$ cat config.mk
export PLATFORM = sky130hd
export DESIGN_NAME = mbus_node
export DESIGN_NICKNAME = d
export VERILOG_FILES = /design/src/mbus_pkg.sv /design/src/mbus_tx_ctrl.sv /design/src/mbus_rx_ctrl.sv /design/src/mbus_rx_fifo.sv /design/src/mbus_rx_port.sv /design/src/mbus_node.sv
export VERILOG_INCLUDE_DIRS = /design/src /design/src/include
export SDC_FILE = /design/constraint.sdc
export NUM_CORES = 1
export LEC_CHECK = 0
export BUFFER_PORTS_ARGS = -buffer_cell sky130_fd_sc_hd__buf_2
export CAP_MARGIN = 10
export CORE_UTILIZATION = 30
export CTS_BUF_LIST = sky130_fd_sc_hd__clkbuf_4 sky130_fd_sc_hd__clkbuf_8
export DETAILED_ROUTE_END_ITERATION = 8
export PLACE_DENSITY = 0.52
export SETUP_SLACK_MARGIN = 0.4
export SYNTH_ARGS = -nofsm -noshare
export SYNTH_HDL_FRONTEND = slang
export SYNTH_SLANG_ARGS = --single-unit
$ cat constraint.sdc
create_clock -name clk_ext -period 8.65 [get_ports clk_ext]
set_input_delay 0.4325 -clock clk_ext [delete_from_list [all_inputs] [get_ports clk_ext]]
set_output_delay 0.4325 -clock clk_ext [all_outputs]
set_load 0.05 [all_outputs]
$ cat src/include/mbus_consts.svh
`ifndef MBUS_CONSTS_SVH
`define MBUS_CONSTS_SVH

// Frame layout.
`define MBUS_ADDR_WIDTH      8
`define MBUS_DATA_WIDTH      32
`define MBUS_FRAME_BITS      40

// clk_ext cycles per half bus clock period.
`define MBUS_CLK_DIV         4

// Frames held by the receive FIFO.
`define MBUS_FIFO_DEPTH      4

// Accepted by every node.
`define MBUS_BROADCAST_ADDR  8'h0f

`endif

$ cat src/mbus_pkg.sv
`include "mbus_consts.svh"

package mbus_pkg;

   typedef logic [`MBUS_ADDR_WIDTH-1:0] mbus_addr_t;
   typedef logic [`MBUS_DATA_WIDTH-1:0] mbus_data_t;

   // Transmitter framing states.
   typedef enum logic [2:0] {
      TX_IDLE,
      TX_START,
      TX_BIT_LOW,
      TX_BIT_HIGH,
      TX_STOP
   } tx_state_t;

   // Receiver deframing states.
   typedef enum logic [1:0] {
      RX_IDLE,
      RX_SHIFT,
      RX_DONE
   } rx_state_t;

endpackage

$ cat src/mbus_tx_ctrl.sv
`timescale 1ns/1ps
`include "mbus_consts.svh"

module mbus_tx_ctrl
   import mbus_pkg::*;
(
   input  logic       clk_ext,
   input  logic       rst,
   input  mbus_addr_t tx_addr,
   input  mbus_data_t tx_data,
   input  logic       tx_req,
   output logic       tx_ack,
   output logic       tx_succ,
   input  logic       bus_busy,
   input  logic       clkin,
   input  logic       din,
   output logic       clkout,
   output logic       dout
);

   localparam int DIV_W = $clog2(3 * `MBUS_CLK_DIV);
   localparam int CNT_W = $clog2(`MBUS_FRAME_BITS);
   localparam logic [DIV_W-1:0] HALF_END  = DIV_W'(`MBUS_CLK_DIV - 1);
   localparam logic [DIV_W-1:0] STOP_RISE = DIV_W'(2 * `MBUS_CLK_DIV - 1);
   localparam logic [DIV_W-1:0] STOP_END  = DIV_W'(3 * `MBUS_CLK_DIV - 1);
   localparam logic [CNT_W-1:0] LAST_BIT  = CNT_W'(`MBUS_FRAME_BITS - 1);

   tx_state_t                   state;
   logic [DIV_W-1:0]            div;
   logic [CNT_W-1:0]            bit_cnt;
   logic [`MBUS_FRAME_BITS-1:0] shift_q;
   logic                        accept;
   logic                        half_end;
   logic                        next_bit;

   assign accept   = (state == TX_IDLE) && tx_req && !bus_busy;
   assign half_end = (div == HALF_END);
   assign next_bit = (state == TX_BIT_HIGH) && half_end && (bit_cnt != LAST_BIT);

   // Address in the top byte, sent MSB first.
   always_ff @(posedge clk_ext) begin
      if (accept) begin
         shift_q <= {tx_addr, tx_data};
      end else if (next_bit) begin
         shift_q <= {shift_q[`MBUS_FRAME_BITS-2:0], 1'b0};
      end
   end

   always_ff @(posedge clk_ext) begin
      if (rst) begin
         state   <= TX_IDLE;
         div     <= '0;
         bit_cnt <= '0;
         tx_ack  <= 1'b0;
         tx_succ <= 1'b0;
         clkout  <= 1'b1;
         dout    <= 1'b1;
      end else begin
         tx_ack  <= 1'b0;
         tx_succ <= 1'b0;
         div     <= div + 1'b1;
         case (state)
            TX_IDLE: begin
               // Ring forwarding.
               clkout <= clkin;
               dout   <= din;
               div    <= '0;
               if (accept) begin
                  tx_ack  <= 1'b1;
                  bit_cnt <= '0;
                  clkout  <= 1'b1;
                  dout    <= 1'b0;
                  state   <= TX_START;
               end
            end
            TX_START: begin
               if (half_end) begin
                  div    <= '0;
                  clkout <= 1'b0;
                  dout   <= shift_q[`MBUS_FRAME_BITS-1];
                  state  <= TX_BIT_LOW;
               end
            end
            TX_BIT_LOW: begin
               if (half_end) begin
                  div    <= '0;
                  clkout <= 1'b1;
                  state  <= TX_BIT_HIGH;
               end
            end
            TX_BIT_HIGH: begin
               if (half_end) begin
                  div    <= '0;
                  clkout <= 1'b0;
                  if (bit_cnt == LAST_BIT) begin
                     dout  <= 1'b0;
                     state <= TX_STOP;
                  end else begin
                     dout    <= shift_q[`MBUS_FRAME_BITS-2];
                     bit_cnt <= bit_cnt + 1'b1;
                     state   <= TX_BIT_LOW;
                  end
               end
            end
            TX_STOP: begin
               // Clock rises with data low, then data rises.
               if (div == HALF_END) begin
                  clkout <= 1'b1;
               end
               if (div == STOP_RISE) begin
                  dout <= 1'b1;
               end
               if (div == STOP_END) begin
                  tx_succ <= 1'b1;
                  state   <= TX_IDLE;
               end
            end
            default: state <= TX_IDLE;
         endcase
      end
   end

   a_ack_from_idle: assert property (@(posedge clk_ext) disable iff (rst)
      tx_ack |-> ($past(state) == TX_IDLE) && (state == TX_START));

endmodule

$ cat src/mbus_rx_ctrl.sv
`timescale 1ns/1ps
`include "mbus_consts.svh"

module mbus_rx_ctrl
   import mbus_pkg::*;
#(
   parameter mbus_addr_t ADDRESS = 8'h2a
) (
   input  logic       clk_ext,
   input  logic       rst,
   input  logic       clkin,
   input  logic       din,
   output logic       bus_busy,
   output logic       frm_wr,
   output mbus_addr_t frm_addr,
   output mbus_data_t frm_data,
   output logic       frm_bcast,
   input  logic       fifo_full,
   output logic       rx_fail
);

   // The stop condition adds one rising edge after the last data bit.
   localparam int SHIFT_W = `MBUS_FRAME_BITS + 1;
   localparam int CNT_W   = $clog2(`MBUS_FRAME_BITS + 3);
   localparam logic [CNT_W-1:0] GOOD_CNT = CNT_W'(`MBUS_FRAME_BITS + 1);

   rx_state_t          state;
   logic               clk_s1;
   logic               clk_s2;
   logic               clk_d;
   logic               din_s1;
   logic               din_s2;
   logic               din_d;
   logic               clk_rise;
   logic               start_det;
   logic               stop_det;
   logic [CNT_W-1:0]   rise_cnt;
   logic [SHIFT_W-1:0] shift_q;
   logic               good_len;
   logic               addr_match;

   always_ff @(posedge clk_ext) begin
      if (rst) begin
         clk_s1 <= 1'b1;
         clk_s2 <= 1'b1;
         clk_d  <= 1'b1;
         din_s1 <= 1'b1;
         din_s2 <= 1'b1;
         din_d  <= 1'b1;
      end else begin
         clk_s1 <= clkin;
         clk_s2 <= clk_s1;
         clk_d  <= clk_s2;
         din_s1 <= din;
         din_s2 <= din_s1;
         din_d  <= din_s2;
      end
   end

   assign clk_rise  = clk_s2 && !clk_d;
   assign start_det = clk_s2 && clk_d && !din_s2 && din_d;
   assign stop_det  = clk_s2 && clk_d && din_s2 && !din_d;

   // Bit 0 holds the stop's own clock edge.
   assign frm_addr   = shift_q[`MBUS_FRAME_BITS -: `MBUS_ADDR_WIDTH];
   assign frm_data   = shift_q[`MBUS_DATA_WIDTH:1];
   assign frm_bcast  = (frm_addr == `MBUS_BROADCAST_ADDR);
   assign addr_match = (frm_addr == ADDRESS);
   assign good_len   = (rise_cnt == GOOD_CNT);

   always_ff @(posedge clk_ext) begin
      if ((state == RX_SHIFT) && clk_rise) begin
         shift_q <= {shift_q[SHIFT_W-2:0], din_s2};
      end
   end

   always_ff @(posedge clk_ext) begin
      if (rst) begin
         state    <= RX_IDLE;
         rise_cnt <= '0;
         bus_busy <= 1'b0;
         frm_wr   <= 1'b0;
         rx_fail  <= 1'b0;
      end else begin
         frm_wr  <= 1'b0;
         rx_fail <= 1'b0;
         if (start_det) begin
            bus_busy <= 1'b1;
         end else if (stop_det) begin
            bus_busy <= 1'b0;
         end
         case (state)
            RX_IDLE: begin
               if (start_det) begin
                  rise_cnt <= '0;
                  state    <= RX_SHIFT;
               end
            end
            RX_SHIFT: begin
               if (stop_det) begin
                  state <= RX_DONE;
               end else if (start_det) begin
                  rise_cnt <= '0;
               end else if (clk_rise && (rise_cnt <= GOOD_CNT)) begin
                  rise_cnt <= rise_cnt + 1'b1;
               end
            end
            RX_DONE: begin
               state <= RX_IDLE;
               if (!good_len) begin
                  rx_fail <= 1'b1;
               end else if (addr_match || frm_bcast) begin
                  if (fifo_full) begin
                     rx_fail <= 1'b1;
                  end else begin
                     frm_wr <= 1'b1;
                  end
               end
            end
            default: state <= RX_IDLE;
         endcase
      end
   end

   a_wr_or_fail: assert property (@(posedge clk_ext) disable iff (rst)
      !(frm_wr && rx_fail));

endmodule

$ cat src/mbus_rx_fifo.sv
`timescale 1ns/1ps
`include "mbus_consts.svh"

module mbus_rx_fifo
   import mbus_pkg::*;
(
   input  logic       clk_ext,
   input  logic       rst,
   input  logic       frm_wr,
   input  mbus_addr_t frm_addr,
   input  mbus_data_t frm_data,
   input  logic       frm_bcast,
   input  logic       fifo_rd,
   output mbus_addr_t head_addr,
   output mbus_data_t head_data,
   output logic       head_bcast,
   output logic       fifo_empty,
   output logic       fifo_full,
   output logic       fifo_more
);

   localparam int DEPTH = `MBUS_FIFO_DEPTH;
   localparam int PTR_W = $clog2(DEPTH);
   localparam int CNT_W = $clog2(DEPTH + 1);
   localparam logic [PTR_W-1:0] LAST_PTR = PTR_W'(DEPTH - 1);

   mbus_addr_t       addr_mem [DEPTH];
   mbus_data_t       data_mem [DEPTH];
   logic             bcast_mem [DEPTH];
   logic [PTR_W-1:0] wr_ptr;
   logic [PTR_W-1:0] rd_ptr;
   logic [CNT_W-1:0] count;
   logic             do_wr;
   logic             do_rd;

   assign do_wr      = frm_wr && !fifo_full;
   assign do_rd      = fifo_rd && !fifo_empty;
   assign fifo_empty = (count == '0);
   assign fifo_full  = (count == CNT_W'(DEPTH));
   assign fifo_more  = (count > CNT_W'(1));
   assign head_addr  = addr_mem[rd_ptr];
   assign head_data  = data_mem[rd_ptr];
   assign head_bcast = bcast_mem[rd_ptr];

   always_ff @(posedge clk_ext) begin
      if (do_wr) begin
         addr_mem[wr_ptr]  <= frm_addr;
         data_mem[wr_ptr]  <= frm_data;
         bcast_mem[wr_ptr] <= frm_bcast;
      end
   end

   always_ff @(posedge clk_ext) begin
      if (rst) begin
         wr_ptr <= '0;
         rd_ptr <= '0;
         count  <= '0;
      end else begin
         if (do_wr) begin
            wr_ptr <= (wr_ptr == LAST_PTR) ? '0 : wr_ptr + 1'b1;
         end
         if (do_rd) begin
            rd_ptr <= (rd_ptr == LAST_PTR) ? '0 : rd_ptr + 1'b1;
         end
         case ({do_wr, do_rd})
            2'b10:   count <= count + 1'b1;
            2'b01:   count <= count - 1'b1;
            default: count <= count;
         endcase
      end
   end

   a_no_wr_full: assert property (@(posedge clk_ext) disable iff (rst)
      frm_wr |-> !fifo_full);

   a_no_rd_empty: assert property (@(posedge clk_ext) disable iff (rst)
      fifo_rd |-> !fifo_empty);

endmodule

$ cat src/mbus_rx_port.sv
`timescale 1ns/1ps
`include "mbus_consts.svh"

module mbus_rx_port
   import mbus_pkg::*;
(
   input  logic       clk_ext,
   input  logic       rst,
   input  mbus_addr_t head_addr,
   input  mbus_data_t head_data,
   input  logic       head_bcast,
   input  logic       fifo_empty,
   input  logic       fifo_more,
   output logic       fifo_rd,
   output mbus_addr_t rx_addr,
   output mbus_data_t rx_data,
   output logic       rx_broadcast,
   output logic       rx_req,
   input  logic       rx_ack,
   output logic       rx_pend
);

   // Load and pop in the same cycle.
   assign fifo_rd = !rx_req && !fifo_empty;

   always_ff @(posedge clk_ext) begin
      if (fifo_rd) begin
         rx_addr      <= head_addr;
         rx_data      <= head_data;
         rx_broadcast <= head_bcast;
      end
   end

   always_ff @(posedge clk_ext) begin
      if (rst) begin
         rx_req  <= 1'b0;
         rx_pend <= 1'b0;
      end else if (fifo_rd) begin
         rx_req  <= 1'b1;
         // Head leaves now, so only a second entry counts.
         rx_pend <= fifo_more;
      end else if (rx_req && rx_ack) begin
         rx_req  <= 1'b0;
         rx_pend <= 1'b0;
      end else if (rx_req) begin
         rx_pend <= !fifo_empty;
      end
   end

   a_rx_stable: assert property (@(posedge clk_ext) disable iff (rst)
      (rx_req && $past(rx_req)) |->
         ($stable(rx_addr) && $stable(rx_data) && $stable(rx_broadcast)));

endmodule

$ cat src/mbus_node.sv
`timescale 1ns/1ps
`include "mbus_consts.svh"

module mbus_node
   import mbus_pkg::*;
#(
   parameter mbus_addr_t ADDRESS = 8'h2a
) (
   input  logic       clk_ext,
   input  logic       rst,
   input  logic       clkin,
   input  logic       din,
   output logic       clkout,
   output logic       dout,
   input  mbus_addr_t tx_addr,
   input  mbus_data_t tx_data,
   input  logic       tx_req,
   output logic       tx_ack,
   output logic       tx_succ,
   output mbus_addr_t rx_addr,
   output mbus_data_t rx_data,
   output logic       rx_req,
   input  logic       rx_ack,
   output logic       rx_broadcast,
   output logic       rx_pend,
   output logic       rx_fail
);

   logic       bus_busy;
   logic       frm_wr;
   mbus_addr_t frm_addr;
   mbus_data_t frm_data;
   logic       frm_bcast;
   logic       fifo_rd;
   logic       fifo_empty;
   logic       fifo_full;
   logic       fifo_more;
   mbus_addr_t head_addr;
   mbus_data_t head_data;
   logic       head_bcast;

   mbus_tx_ctrl tx0 (
      .clk_ext  (clk_ext),
      .rst      (rst),
      .tx_addr  (tx_addr),
      .tx_data  (tx_data),
      .tx_req   (tx_req),
      .tx_ack   (tx_ack),
      .tx_succ  (tx_succ),
      .bus_busy (bus_busy),
      .clkin    (clkin),
      .din      (din),
      .clkout   (clkout),
      .dout     (dout)
   );

   mbus_rx_ctrl #(.ADDRESS(ADDRESS)) rx0 (
      .clk_ext   (clk_ext),
      .rst       (rst),
      .clkin     (clkin),
      .din       (din),
      .bus_busy  (bus_busy),
      .frm_wr    (frm_wr),
      .frm_addr  (frm_addr),
      .frm_data  (frm_data),
      .frm_bcast (frm_bcast),
      .fifo_full (fifo_full),
      .rx_fail   (rx_fail)
   );

   mbus_rx_fifo fifo0 (
      .clk_ext    (clk_ext),
      .rst        (rst),
      .frm_wr     (frm_wr),
      .frm_addr   (frm_addr),
      .frm_data   (frm_data),
      .frm_bcast  (frm_bcast),
      .fifo_rd    (fifo_rd),
      .head_addr  (head_addr),
      .head_data  (head_data),
      .head_bcast (head_bcast),
      .fifo_empty (fifo_empty),
      .fifo_full  (fifo_full),
      .fifo_more  (fifo_more)
   );

   mbus_rx_port port0 (
      .clk_ext      (clk_ext),
      .rst          (rst),
      .head_addr    (head_addr),
      .head_data    (head_data),
      .head_bcast   (head_bcast),
      .fifo_empty   (fifo_empty),
      .fifo_more    (fifo_more),
      .fifo_rd      (fifo_rd),
      .rx_addr      (rx_addr),
      .rx_data      (rx_data),
      .rx_broadcast (rx_broadcast),
      .rx_req       (rx_req),
      .rx_ack       (rx_ack),
      .rx_pend      (rx_pend)
   );

endmodule

# Word level (Yosys, flattened, before mapping)
# Memories as Yosys holds them, arrays and structs flattened. A register that Yosys moved wholly into a read port is not among the register bits.
# Cells that the tools add are included.
# op_classes
add_sub_neg	7
order_cmp	2
eq_ne	32
muxes	51
bitwise	5
n_reduce_logical	49
# ops
cell	count
2-to-1 mux 40 bit	2
2-to-1 mux 6 bit	7
one-hot mux 6 bit (2 select lines)	2
2-to-1 mux 1 bit	23
inequality test 2 x 1 -> 1 bit (second input constant)	10
2-to-1 mux 3 bit	6
logical AND 1 bit	16
one-hot mux 3 bit (5 select lines)	1
adder 6 x 1 -> 6 bit (second input constant)	2
== test 6 bit (second input constant)	2
AND reduction 4 bit	3
nonzero test 2 bit	6
OR reduction 2 bit	5
== test 2 bit (second input constant)	4
== test 8 x 4 -> 1 bit (second input constant)	1
== test 8 x 6 -> 1 bit (second input constant)	1
2-to-1 mux 2 bit	4
one-hot mux 4 bit (2 select lines)	1
zero test 1 bit	7
== test 3 x 2 -> 1 bit (second input constant)	2
== test 3 bit (second input constant)	2
<= comparator 6 bit (second input constant)	1
zero test 3 bit	2
inequality test 6 bit (second input constant)	1
27 further kinds	35
# word_totals
ff_bits	124
mem_bits_rw	164
in_bits	46
out_inout_bits	48
word_cells	174
mem_count	3
# mem_list
memory	depth	word_bits	rd	rd_ports_with_merged_regs	wr	line	source
fifo0.data_mem	4	32	1	1	1	mbus_rx_fifo.sv:28	mbus_data_t data_mem [DEPTH];
fifo0.addr_mem	4	8	1	1	1	mbus_rx_fifo.sv:27	mbus_addr_t addr_mem [DEPTH];
fifo0.bcast_mem	4	1	1	1	1	mbus_rx_fifo.sv:29	logic bcast_mem [DEPTH];

# Longest topological paths before layout
# Gate-level depths: netlist of run 1.
# depth
depth_word	7
depth_mapped	8
mapped_depth_nobuf	8

# Cells and area by module
# Synthesis of run 1 repeated with hierarchy kept, for this count alone.
# hier_totals
hier_cells	677
hier_area_um2	12817.3
# by_module_without_submodules
mod	n_inst	cells_each	area_each_um2	seq_area_each_um2
mbus_rx_fifo	1	270	6480.0	5104.9
mbus_tx_ctrl	1	186	2680.1	1541.5
mbus_rx_ctrl	1	171	2333.5	1571.5
mbus_rx_port	1	50	1323.8	1271.2

# Worst setup path after synthesis of run 1
# OpenSTA, ideal clock, no wires.
# synth_timing
path_kind	register to register
start	reg fifo0.count[0]
end	reg fifo0.count[2]
setup_ns	0.071
arrival_time_ns	3.964
required_time_ns	8.579
setup_slack_ns	4.615
stages_incl_launch_ff	7
n_path_buf	0
period_less_slack_ns	4.035
path_cell_list	dfxtp_1 > inv_1 > ha_1 > a21oi_1 > ha_1 > or3_1 > a21oi_1
# synth_between
elab_chain_len	6
word_cells_on_any_way	13
cone_classes	2 x add/sub; 3 x eq/ne; 1 x mux; 7 x reduce/logical
# synth_lines
item	line	source
from (decl)	mbus_rx_fifo.sv:32	logic [CNT_W-1:0] count;
from (signal assigned)	mbus_rx_fifo.sv:66	2'b10: count <= count + 1'b1;
from (signal assigned)	mbus_rx_fifo.sv:67	2'b01: count <= count - 1'b1;
from (signal assigned)	mbus_rx_fifo.sv:68	default: count <= count;
zero test 3 bit (*)	mbus_rx_fifo.sv:38	assign fifo_empty = (count == '0);
zero test 1 bit (*)	mbus_rx_fifo.sv:37, mbus_rx_port.sv:24	
logical AND 1 bit	mbus_rx_port.sv:24	assign fifo_rd = !rx_req && !fifo_empty;
logical AND 1 bit (*)	mbus_rx_fifo.sv:37	assign do_rd = fifo_rd && !fifo_empty;
net fifo0.do_rd	mbus_rx_fifo.sv:34	logic do_rd;
== test 2 x 1 -> 1 bit / == test 2 bit (equally long branches)	mbus_rx_fifo.sv:65	case ({do_wr, do_rd})
one-hot mux 3 bit (2 select lines) / nonzero test 2 bit (equally long branches)	-	
# Mark *: on every way through the listed nets, which the timed path passes. The rest lies on a longest branch.
# A chain may end at the register's enable or synchronous reset.

# Final worst setup path of run 1
# layout_timing
start	reg tx0.state[0]
end	reg tx0.shift_q[13], enable pin
# layout_between
elab_chain_len	4
word_cells_on_any_way	7
cone_classes	1 x eq/ne; 6 x reduce/logical
# layout_lines
item	line	source
from (decl)	mbus_tx_ctrl.sv:28	tx_state_t state;
from (signal assigned)	mbus_tx_ctrl.sv:51	state <= TX_IDLE;
from (signal assigned)	mbus_tx_ctrl.sv:73	state <= TX_START;
from (signal assigned)	mbus_tx_ctrl.sv:81	state <= TX_BIT_LOW;
== test 3 x 2 -> 1 bit / zero test 3 bit (equally long branches)	mbus_tx_ctrl.sv:38, mbus_tx_ctrl.sv:36	
logical AND 1 bit (on tied branches) (2 in a row)	mbus_tx_ctrl.sv:38, mbus_tx_ctrl.sv:36	
nonzero test 2 bit (no line) (*)	-	
to (signal assigned)	mbus_tx_ctrl.sv:43	shift_q <= {tx_addr, tx_data};
to (signal assigned)	mbus_tx_ctrl.sv:45	shift_q <= {shift_q[`MBUS_FRAME_BITS-2:0], 1'b0};
to (decl)	mbus_tx_ctrl.sv:31	logic [`MBUS_FRAME_BITS-1:0] shift_q;
# Mark *: on every way between the ends. The rest lies on a longest branch, timed or not.

==> results of run 1 <==
stage by stage:
stage | instance area (sq um) | std cells | setup WS [ns] | utilization | total power [mW]
6_report | 14500 | 1341 | 5.98 | 0.362 | 4.35
5_1_grt | 14500 | 1341 | 5.79 | 0.362 | 4.57
4_1_cts | 14500 | 1341 | 5.94 | 0.362 | 4.44
3_5_place_dp | 13300 | 1241 | 5.87 | 0.333 | 3.04
3_3_place_gp | 13300 | 1241 | 5.89 | 0.333 | 3.03
2_1_floorplan | 12200 | 635 | 4.62 | - | 2.80
cell usage after synthesis, types with 2 or more instances:
cell type / number / share of area
edfxtp_1: 286 / 0.70
and3_1: 7 / 0.0036
o31ai_1: 2 / 0.0012
o41ai_1: 2 / 0.0014
dfxtp_1: 43 / 0.070
a221oi_1: 4 / 0.0029
buf_2: 7 / 0.0029
o22a_1: 2 / 0.0014
a31oi_1: 5 / 0.0026
a21oi_1: 13 / 0.0053
a21o_1: 2 / 0.0012
nand3_1: 11 / 0.0045
mux2i_1: 5 / 0.0041
nand2_1: 17 / 0.0052
or2_2: 8 / 0.0041
and2_1: 3 / 0.0015
buf_6: 4 / 0.0037
ha_1: 15 / 0.015
or3b_2: 2 / 0.0014
o21bai_1: 2 / 0.0012
mux4_2: 41 / 0.075
nor3_1: 12 / 0.0049
nand4_1: 2 / 0.0010
mux2_2: 39 / 0.036
a211oi_1: 3 / 0.0018
or3_1: 6 / 0.0031
xor2_1: 6 / 0.0043
o21ai_0: 8 / 0.0033
clkbuf_1: 11 / 0.0034
nand2b_1: 6 / 0.0031
o21a_1: 2 / 0.0012
inv_1: 15 / 0.0046
nor2_1: 24 / 0.0074
state kept, by name, indices dropped and copies added (netlist names), 2 cells and up:
name / cells
fifo0.bcast_mem: 4
rx0.rise_cnt: 6
fifo0.count: 3
port0.rx_addr: 8
port0.rx_data: 32
fifo0.data_mem: 128
tx0.bit_cnt: 6
fifo0.rd_ptr: 2
rx0.state: 2
rx0.shift_q: 41
fifo0.addr_mem: 32
tx0.div: 4
fifo0.wr_ptr: 2
tx0.shift_q: 40
tx0.state: 3
routing by layer:
metal,vias to the layer above,global-route usage,wire length [um],part of all wire
met5,-,0,0,0
met4,0,0.0429,574,0.026
met3,51,0.0327,1090,0.049
met2,135,0.171,10500,0.48
met1,3043,0.142,9900,0.45
li1,2810,-,-,-
worst paths after layout:
kind	start	to	slack, ns	cells past startpoint
worst min-delay path	clkin	rx0.clk_s1	0.06	2
worst max register to register	tx0.state[0]	tx0.shift_q[13]	5.98	6
worst max-delay path	tx0.state[0]	tx0.shift_q[13]	5.98	6
worst min register to register	rx0.clk_s1	rx0.clk_s2	0.41	1
worst max-delay path: cells and delay by family (launching register included):
| family | cells | cell delay (ns) |
|---|---|---|
| AO/OA/AOI/OAI | 1 | 0.19 |
| AND/OR/NAND/NOR | 2 | 0.67 |
| flip-flops | 1 | 0.39 |
| buffers and inverters | 3 | 1.02 |
power by group through the flow:
stage	clock [mW]	sequential (mW)	combinational [mW]
after floorplan	0	2.42	0.383
after global placement	0	2.07	0.959
after detailed placement	0	2.08	0.965
after CTS	1.43	2.04	0.968
after global routing	1.50	2.06	1.01
final	1.37	2.04	0.945
area by class of cell:
| cell class | instances | area (sq um) |
|---|---|---|
| Inverter | 15 | 56.3 |
| Clock buffer | 86 | 1040 |
| Timing Repair Buffer | 104 | 551 |
| Sequential cell | 329 | 9450 |
| Multi-Input combinational cell | 269 | 2630 |
| Clock inverter | 13 | 77.6 |
| Tap cell | 525 | 657 |
| Fill cell | 3776 | 25500 |
what timing repair did:
action                                 in CTS  in global routing
hold buffers                                1                  0
endpoints found under the hold margin       1                  0
resized for setup                           0                  0
layout by cell type (no fill, tap or decap), types with 3 or more instances in the layout:
cell type | synthesis | routed
ha_1 | 15 | 15
mux2i_1 | 5 | 5
edfxtp_1 | 286 | 286
and3_1 | 7 | 3
inv_1 | 15 | 15
nor2_1 | 24 | 23
mux2_2 | 39 | 39
or3_1 | 6 | 6
dfxtp_1 | 43 | 41
nand3_1 | 11 | 11
clkinv_2 | 0 | 6
mux4_2 | 41 | 41
clkbuf_4 | 0 | 23
buf_4 | 0 | 10
a31oi_1 | 5 | 5
xor2_1 | 6 | 6
a21oi_1 | 13 | 12
a221oi_1 | 4 | 4
nand2_1 | 17 | 17
or2_2 | 8 | 8
clkbuf_8 | 0 | 63
and2_1 | 3 | 3
nor3_1 | 12 | 12
nand2b_1 | 6 | 6
clkinv_1 | 0 | 4
and3_2 | 0 | 4
buf_2 | 7 | 93
a211oi_1 | 3 | 3
o21ai_0 | 8 | 8
cell families after synthesis:
| kind of cell | Yosys count |
|---|---|
| flops | 329 |
| fa+ha+maj | 15 |
| compound gates | 55 |
| simple gates | 107 |
| xor+xnor | 7 |
| buf+inv | 37 |
| mux | 85 |
==> reports/qor.yml, run 1 <==
synth:
  synth_top_flop_cell: "edfxtp_1"
  synthesis.area_sq_um: 12200
  synthAdderAreaFrac: 0.0153
  ys_types: 53
  ys_seq_area_frac: 0.772
  synth-simple-area-share: 0.0464
  ys_warn_count: 0
  synth-seq-cells: 329
  async_flop_share: 0
  synth-compound-area-share: 0.0309
  synth-xor-area-share: 0.00501
  synthCells: 635
  syn_avg_cell_area_sq_um: 19.3
  synth_edf_count: 286
  synth.mux.area_fraction: 0.115
  syn-num-nets: 696
  synth_top_family_by_area: "multiplexers"
drt:
  post_drt_wl_per_cell_um: 16.5
  vias: 6039
  drc_errors: 0
  drt_iter0_drc: 246
  wl_um: 22100
  drtPass1Iterations: 6
  antenna_left: 0
  vias_per_cell: 4.50
die:
  die_height_um: 204
  die_w_um: 204
  num_rows: 73
  design.die.area_sq_um: 41600
  core_sq_um: 40000
  initial_core_util: 0.306
  io-pin-count: 94
worst_setup_path:
  crit_chain: "or4b_4, nor2_4, buf_4, a21oi_2, inv_1, buf_4"
  arrival_ns: 2.93
  crit_top_cell: "buf_4"
  crit_type: "register to register"
  slowest_stage: "or4b_4"
  startpoint_type: "register"
  cp_slowest_stage_delay_ns: 0.58
  critical_path.max_fanout: 50
  worstPathRequired_ns: 8.91
  critical_path.endpoint_type: "register"
timing:
  fin_crit_sh: 0.309
  final_hold_viol_count: 0
  layout_min_cycle_time_ns: 2.67
  worst_slew_pin_slew_ns: 0.737
  slew_headroom: 0.509
  max_freq_mhz: 374
  clock_skew_ns: 0.0294
  fin_setup_tns_ns: 0
  rsz0062_at_grt: "false"
  finalSetupViolations: 0
  finalMaxSlewViolations: 0
  holdWs_ns: 0.0632
cells_and_area:
  final_nets: 835
  syn_to_final_growth_pct: 18.2
  drive_above_1_share: 0.370
  diodes: 0
pwr:
  switching_share: 0.312
  p_leak_nw: 4.86
  ir_worst_vdd_v: 0.000124
  comb_power_share: 0.217
  p_per_area_nw_per_um2: 301
  clockPowerShare: 0.315
  p_sw_mw: 1.36
  p_int_mw: 2.99
  p_seq_frac: 0.468
global_routing:
  grt_usage: 0.109
  grt_start_max_net_pins: 51
  grt_pass1_wl_um: 35000
  grt_antenna_before_repair: 0
  grt_pass1_vias: 6255
  grt_overflow_total: 0
place:
  gp_congestion: 0.719
  dp_hpwl_um: 12000
  io_buffers: 93
cts:
  cts_setup_buffers: 0
  cts_sinks: 329
  numCtsBuffers: 55
  cts_buffer_depth: 3
  cts_tree: "built"
  clkTransAtPathRegs_ns: 0.06
  cts_max_level: 2
  clk-insertion-delay-late_ns: 0.63
  clockRootBuffer: "clkbuf_8"
min_path:
  hold_path.class: "primary input to register"
status:
  status: "completed"
flow_run:
  drv_cap: 0
No activity file was read; power rests on OpenSTA's default activity.
==> run 2, diff against run 1 <==
Clock period 8.65 ns to 2.5 ns, I/O delays scaled along.
==> reports/qor.yml, run 2 (same netlist as run 1, synthesis figures left out) <==
timing:
  final_hold_viol_count: 0  # unchanged
  worst_slew_pin_slew_ns: 0.596  # -0.141 ns
  finalMaxSlewViolations: 0  # unchanged
  rsz0062_at_grt: "false"
  finalSetupViolations: 0  # unchanged
  clock_skew_ns: 0.0194  # -0.0100 ns
  holdWs_ns: 0.288  # +0.225 ns
  fin_setup_tns_ns: 0  # unchanged
  max_freq_mhz: 492  # +31%
  fin_crit_sh: 0.814  # +0.505
  fin_ws_ns: 0.466  # -5.51 ns
  layout_min_cycle_time_ns: 2.03  # -0.640 ns
  slew_headroom: 0.599  # +0.0901
cts:
  clockRootBuffer: "clkbuf_8"
  clkTransAtPathRegs_ns: 0.06  # about the same
  cts_sinks: 329  # unchanged
  cts_buffer_depth: 3  # unchanged
  cts_tree: "built"
  numCtsBuffers: 54  # -1.8%
  cts_max_level: 2  # unchanged
  clk-insertion-delay-late_ns: 0.59  # -0.04 ns
cells_and_area:
  largest_register_ffs: 128  # unchanged
  layout_common_cells: "edfxtp_1 (286), buf_2 (93), clkbuf_8 (57), dlygate4sd3_1 (45), mux4_2 (41)"
  n_fill_cell: 3713  # -1.7%
  drive_above_1_share: 0.364  # -0.00574
  fin_cells: 1406  # +4.8%
  design_area_sq_um: 15200  # +5.3%
  reg.largest.list: "fifo0.data_mem x128, rx0.shift_q x41, tx0.shift_q x40"
  syn_to_final_growth_pct: 24.5
  diodes: 0  # unchanged
  final_common_cell: "edfxtp_1"
  regMostFlops: "fifo0.data_mem"
  final_nets: 898  # +7.5%
drt:
  drtPass1Iterations: 4  # -2
  drc_errors: 0  # unchanged
  vias_per_cell: 4.40  # -2.3%
  vias: 6188  # +2.5%
  antenna_left: 0  # unchanged
  post_drt_wl_per_cell_um: 16.1  # -2.2%
  wl_um: 22700  # +2.5%
  drt_iter0_drc: 278  # +13%
global_routing:
  grt_pass1_vias: 6652  # +6.3%
  grt_antenna_before_repair: 0  # unchanged
  grt_overflow_total: 0  # unchanged
  grt_usage: 0.112  # +0.00298
  grt_pass1_wl_um: 36400  # +3.9%
  grt_start_max_net_pins: 44  # -14%
pwr:
  switching_share: 0.313  # +0.00115
  p_sw_mw: 4.74  # +250%
  comb_power_share: 0.237  # +0.020
  ir_worst_vdd_v: 0.000527  # +320%
  p_seq_frac: 0.461  # -0.007
  p_per_area_nw_per_um2: 995  # +230%
  p_leak_nw: 5.12  # +5.3%
  p_int_mw: 10.4  # +250%
  clockPowerShare: 0.302  # -0.013
worst_setup_path:
  slowest_stage: "or4b_4"
  arrival_ns: 2.37  # -0.56 ns
  startpoint_type: "register"
  crit_path_start: "tx0.state[0]"
  critical_path.max_fanout: 38  # -24%
  cp_slowest_stage_delay_ns: 0.58  # about the same
  crit_chain: "or4b_4, nor2_4, buf_12, mux2_2"
  crit_type: "register to register"
  reg2reg_from: "tx0.state[0]"
  critical_path.endpoint_type: "register"
  worstPathRequired_ns: 2.83  # -6.08 ns
min_path:
  hp-start: "din"
  hold_path.class: "primary input to register"
place:
  io_buffers: 93  # unchanged
  dp_cells: 1253  # +0.97%
  dp_hpwl_um: 13200  # +9.6%
  place_ws_ns: 0.471  # -5.40 ns
  postPlaceCellArea_sq_um: 13600  # +2.3%
  gp_congestion: 0.716  # -0.39%
die:
  io-pin-count: 94  # unchanged
  num_rows: 73  # unchanged
  design.die.area_sq_um: 41600  # unchanged
  die_w_um: 204  # unchanged
  die_height_um: 204  # unchanged
  core_sq_um: 40000  # unchanged
  initial_core_util: 0.306  # unchanged
flow_run:
  drv_cap: 0  # unchanged
status:
  status: "completed"
-- run 2: worst max-delay path: cells and delay by family, from the launching register on --
kind	cells	cell delay, ns
buffers and inverters	1	0.24
flip-flops	1	0.39
multiplexers	1	0.37
AND/OR/NAND/NOR	2	0.76
-- run 2: layer usage --
metal  vias to the layer above  global-route usage  part of all wire
met5                         -                   0                 0
met1                      3047               0.145              0.45
met2                       148               0.182              0.47
met3                        47              0.0297             0.052
met4                         0              0.0392             0.023
li1                       2946                   -                 -
-- run 2: repair_timing --
item,in CTS,in global routing
endpoints found under the setup margin,0,36
hold buffers,45,0
buffers inserted,0,8
gates resized for setup,0,2
hold endpoints to repair,50,0
-- run 2: final cells by class --
cell class,instances,area [sq um],share of cell area
multi-input cells,269,2700,0.177
inverters,15,60.1,0.00394
clock inverters,26,158,0.0104
well taps,525,657,0.0431
flip-flops and latches,329,9460,0.621
repair buffers,168,1290,0.0848
clock buffers,74,912,0.0599
-- run 2: power groups by stage --
stage	logic, mW	registers [mW]	clock network (mW)
after floorplan	1.38	8.33	0
after global placement	3.54	7.11	0
after detailed placement	3.55	7.11	0
after CTS	3.62	7.00	4.77
after global routing	3.85	7.07	4.99
final	3.58	6.99	4.58
-- run 2: worst paths after layout --
path                endpoint  slack [ns]  cells after the start
max          tx0.shift_q[19]        0.47                      4
min               rx0.din_s1        0.29                      3
max reg2reg  tx0.shift_q[19]        0.47                      4
min reg2reg       rx0.din_s2        0.41                      1
-- run 2: per-stage QoR --
stage | power [mW] | util
after CTS | 15.4 | 0.379
after global placement | 10.7 | 0.341
after floorplan | 9.71 | -
after detailed placement | 10.7 | 0.341
final | 15.1 | 0.381
after global routing | 15.9 | 0.381
==> run 3, diff against run 2 <==
Clock period 2.5 ns to 2 ns, I/O delays scaled along.
==> reports/qor.yml, run 3 (same netlist as run 1, synthesis figures left out) <==
status:
  status: "completed"
drt:
  drtPass1Iterations: 4  # unchanged
  drc_errors: 0  # unchanged
  antenna_left: 0  # unchanged
  wl_um: 25100  # +11%
  vias: 6603  # +6.7%
  vias_per_cell: 4.45  # +1.0%
  drt_iter0_drc: 270  # -2.9%
  post_drt_wl_per_cell_um: 16.9  # +4.9%
cells_and_area:
  largest_register_ffs: 128  # unchanged
  diodes: 0  # unchanged
  regMostFlops: "fifo0.data_mem"
  layout_common_cells: "edfxtp_1 (286), buf_2 (93), buf_4 (60), clkbuf_8 (58), dlygate4sd3_1 (47)"
  drive_above_1_share: 0.442  # +0.0773
  fin_cells: 1485  # +5.6%
  reg.largest.list: "fifo0.data_mem x128, rx0.shift_q x41, tx0.shift_q x40"
  final_nets: 976  # +8.7%
  n_fill_cell: 3575  # -3.7%
  final_util: 0.417  # +0.0363
  final_common_cell: "edfxtp_1"
  syn_to_final_growth_pct: 36.3
pwr:
  finalPower_mw: 20.2  # +33%
  ir_worst_vdd_v: 0.000515  # -2.2%
  p_leak_nw: 5.89  # +15%
  p_per_area_nw_per_um2: 1210  # +22%
worst_setup_path:
  critical_path.endpoint_type: "register"
  startpoint_type: "register"
  reg2reg_from: "rx0.bus_busy"
  rrSetupSlack_ns: 0.10  # -0.36 ns
  worstPathRequired_ns: 2.37  # -0.46 ns
  worstRegToRegCells: 5  # +1
  crit_type: "register to register"
  arrival_ns: 2.27  # -0.10 ns
  worstReg2RegEnd: "tx0.shift_q[4]"
  critical_path.max_fanout: 7  # -82%
  endpoint: "tx0.shift_q[4]"
  crit_path_start: "rx0.bus_busy"
cts:
  cts_buffer_depth: 3  # unchanged
  cts_max_level: 2  # unchanged
  clkTransAtPathRegs_ns: 0.06  # about the same
  clockRootBuffer: "clkbuf_8"
  cts_tree: "built"
  numCtsBuffers: 57  # +5.6%
  clk-insertion-delay-late_ns: 0.64  # +0.05 ns
  cts_sinks: 329  # unchanged
timing:
  layout_min_cycle_time_ns: 1.90  # -0.137 ns
  slew_headroom: 0.640  # +0.0407
  final_hold_viol_count: 0  # unchanged
  finalSetupViolations: 0  # unchanged
  fin_crit_sh: 0.949  # +0.135
  worst_slew_pin_slew_ns: 0.535  # -0.0605 ns
  holdWs_ns: 0.297  # +0.00939 ns
  max_freq_mhz: 527  # +7.2%
  clock_skew_ns: 0.0206  # +0.00116 ns
  rsz0062_at_grt: "true"
  finalMaxSlewViolations: 0  # unchanged
place:
  gp_congestion: 0.734  # +2.5%
  dp_hpwl_um: 13200  # +0.58%
  dp_cells: 1269  # +1.3%
  io_buffers: 93  # unchanged
die:
  initial_core_util: 0.306  # unchanged
  io-pin-count: 94  # unchanged
  num_rows: 73  # unchanged
  die_height_um: 204  # unchanged
  core_sq_um: 40000  # unchanged
  die_w_um: 204  # unchanged
  design.die.area_sq_um: 41600  # unchanged
flow_run:
  drv_cap: 0  # unchanged
global_routing:
  grt_start_max_net_pins: 44  # unchanged
  grt_usage: 0.119  # +0.00713
  grt_antenna_before_repair: 0  # unchanged
  grt_overflow_total: 0  # unchanged
  grt_pass1_wl_um: 38000  # +4.4%
  grt_pass1_vias: 6881  # +3.4%
min_path:
  hold_path.class: "primary input to register"
run 3: power breakdown:
part | total (mW) | switching (mW) | internal, mW | leakage (nW)
Clock | 6.09 | 2.75 | 3.33 | 0.589
Combinational | 5.37 | 3.23 | 2.14 | 2.35
Sequential | 8.71 | 0.300 | 8.41 | 2.95
Total | 20.2 | 6.28 | 13.9 | 5.89
run 3: area by class of cell:
type | count | area [sq um] | share of cell area
sequential | 329 | 9470 | 0.568
multi-input combinational | 269 | 3070 | 0.184
timing repair buffer | 243 | 2280 | 0.137
clock buffer | 71 | 896 | 0.0537
tap | 525 | 657 | 0.0394
clock inverter | 33 | 234 | 0.0140
inverter | 15 | 70.1 | 0.00420
run 3: how the worst min path moves through the flow:
stage                          start              end  slack, ns  depth (start not counted)
final                     tx_addr[5]  tx0.shift_q[37]       0.30                          3
after global routing      tx_addr[4]  tx0.shift_q[36]       0.27                          3
after CTS                 tx_data[0]   tx0.shift_q[0]       0.22                          3
after detailed placement       clkin       rx0.clk_s1       0.33                          2
after global placement         clkin       rx0.clk_s1       0.32                          2
after floorplan                clkin       rx0.clk_s1       0.21                          1
run 3: metal layers:
metal  global-route usage  vias up  part of all wire
met5                    0        -                 0
met4               0.0453        0             0.024
met3               0.0332       55             0.053
met2                0.200      155              0.49
met1                0.146     3287              0.43
li1                     -     3106                 -
run 3: through the flow:
stage | TNS [ns] | setup slack (ns) | instance area, sq um
floorplan | -8.33 | -0.232 | 12600
global placement | 0 | 0.0515 | 14000
detailed placement | 0 | 0.0475 | 14000
CTS | 0 | 0.0833 | 16200
global route | 0 | 0.0711 | 16700
finish | 0 | 0.102 | 16700
run 3: timing repair:
item                                    in CTS  in global routing
cloned                                       8                  6
pin swaps                                   12                 11
resized for setup                           42                 24
hold endpoints to repair                    58                  0
setup buffers                               27                 24
endpoints found under the setup margin     269                173
hold buffers                                47                  0
run 3: critical path, cell delays in order (launching register included):
cell       delay, ns
dfxtp_1         0.30
or4b_4          0.56
nor2_4          0.16
buf_12          0.18
clkbuf_16       0.16
mux2_4          0.29
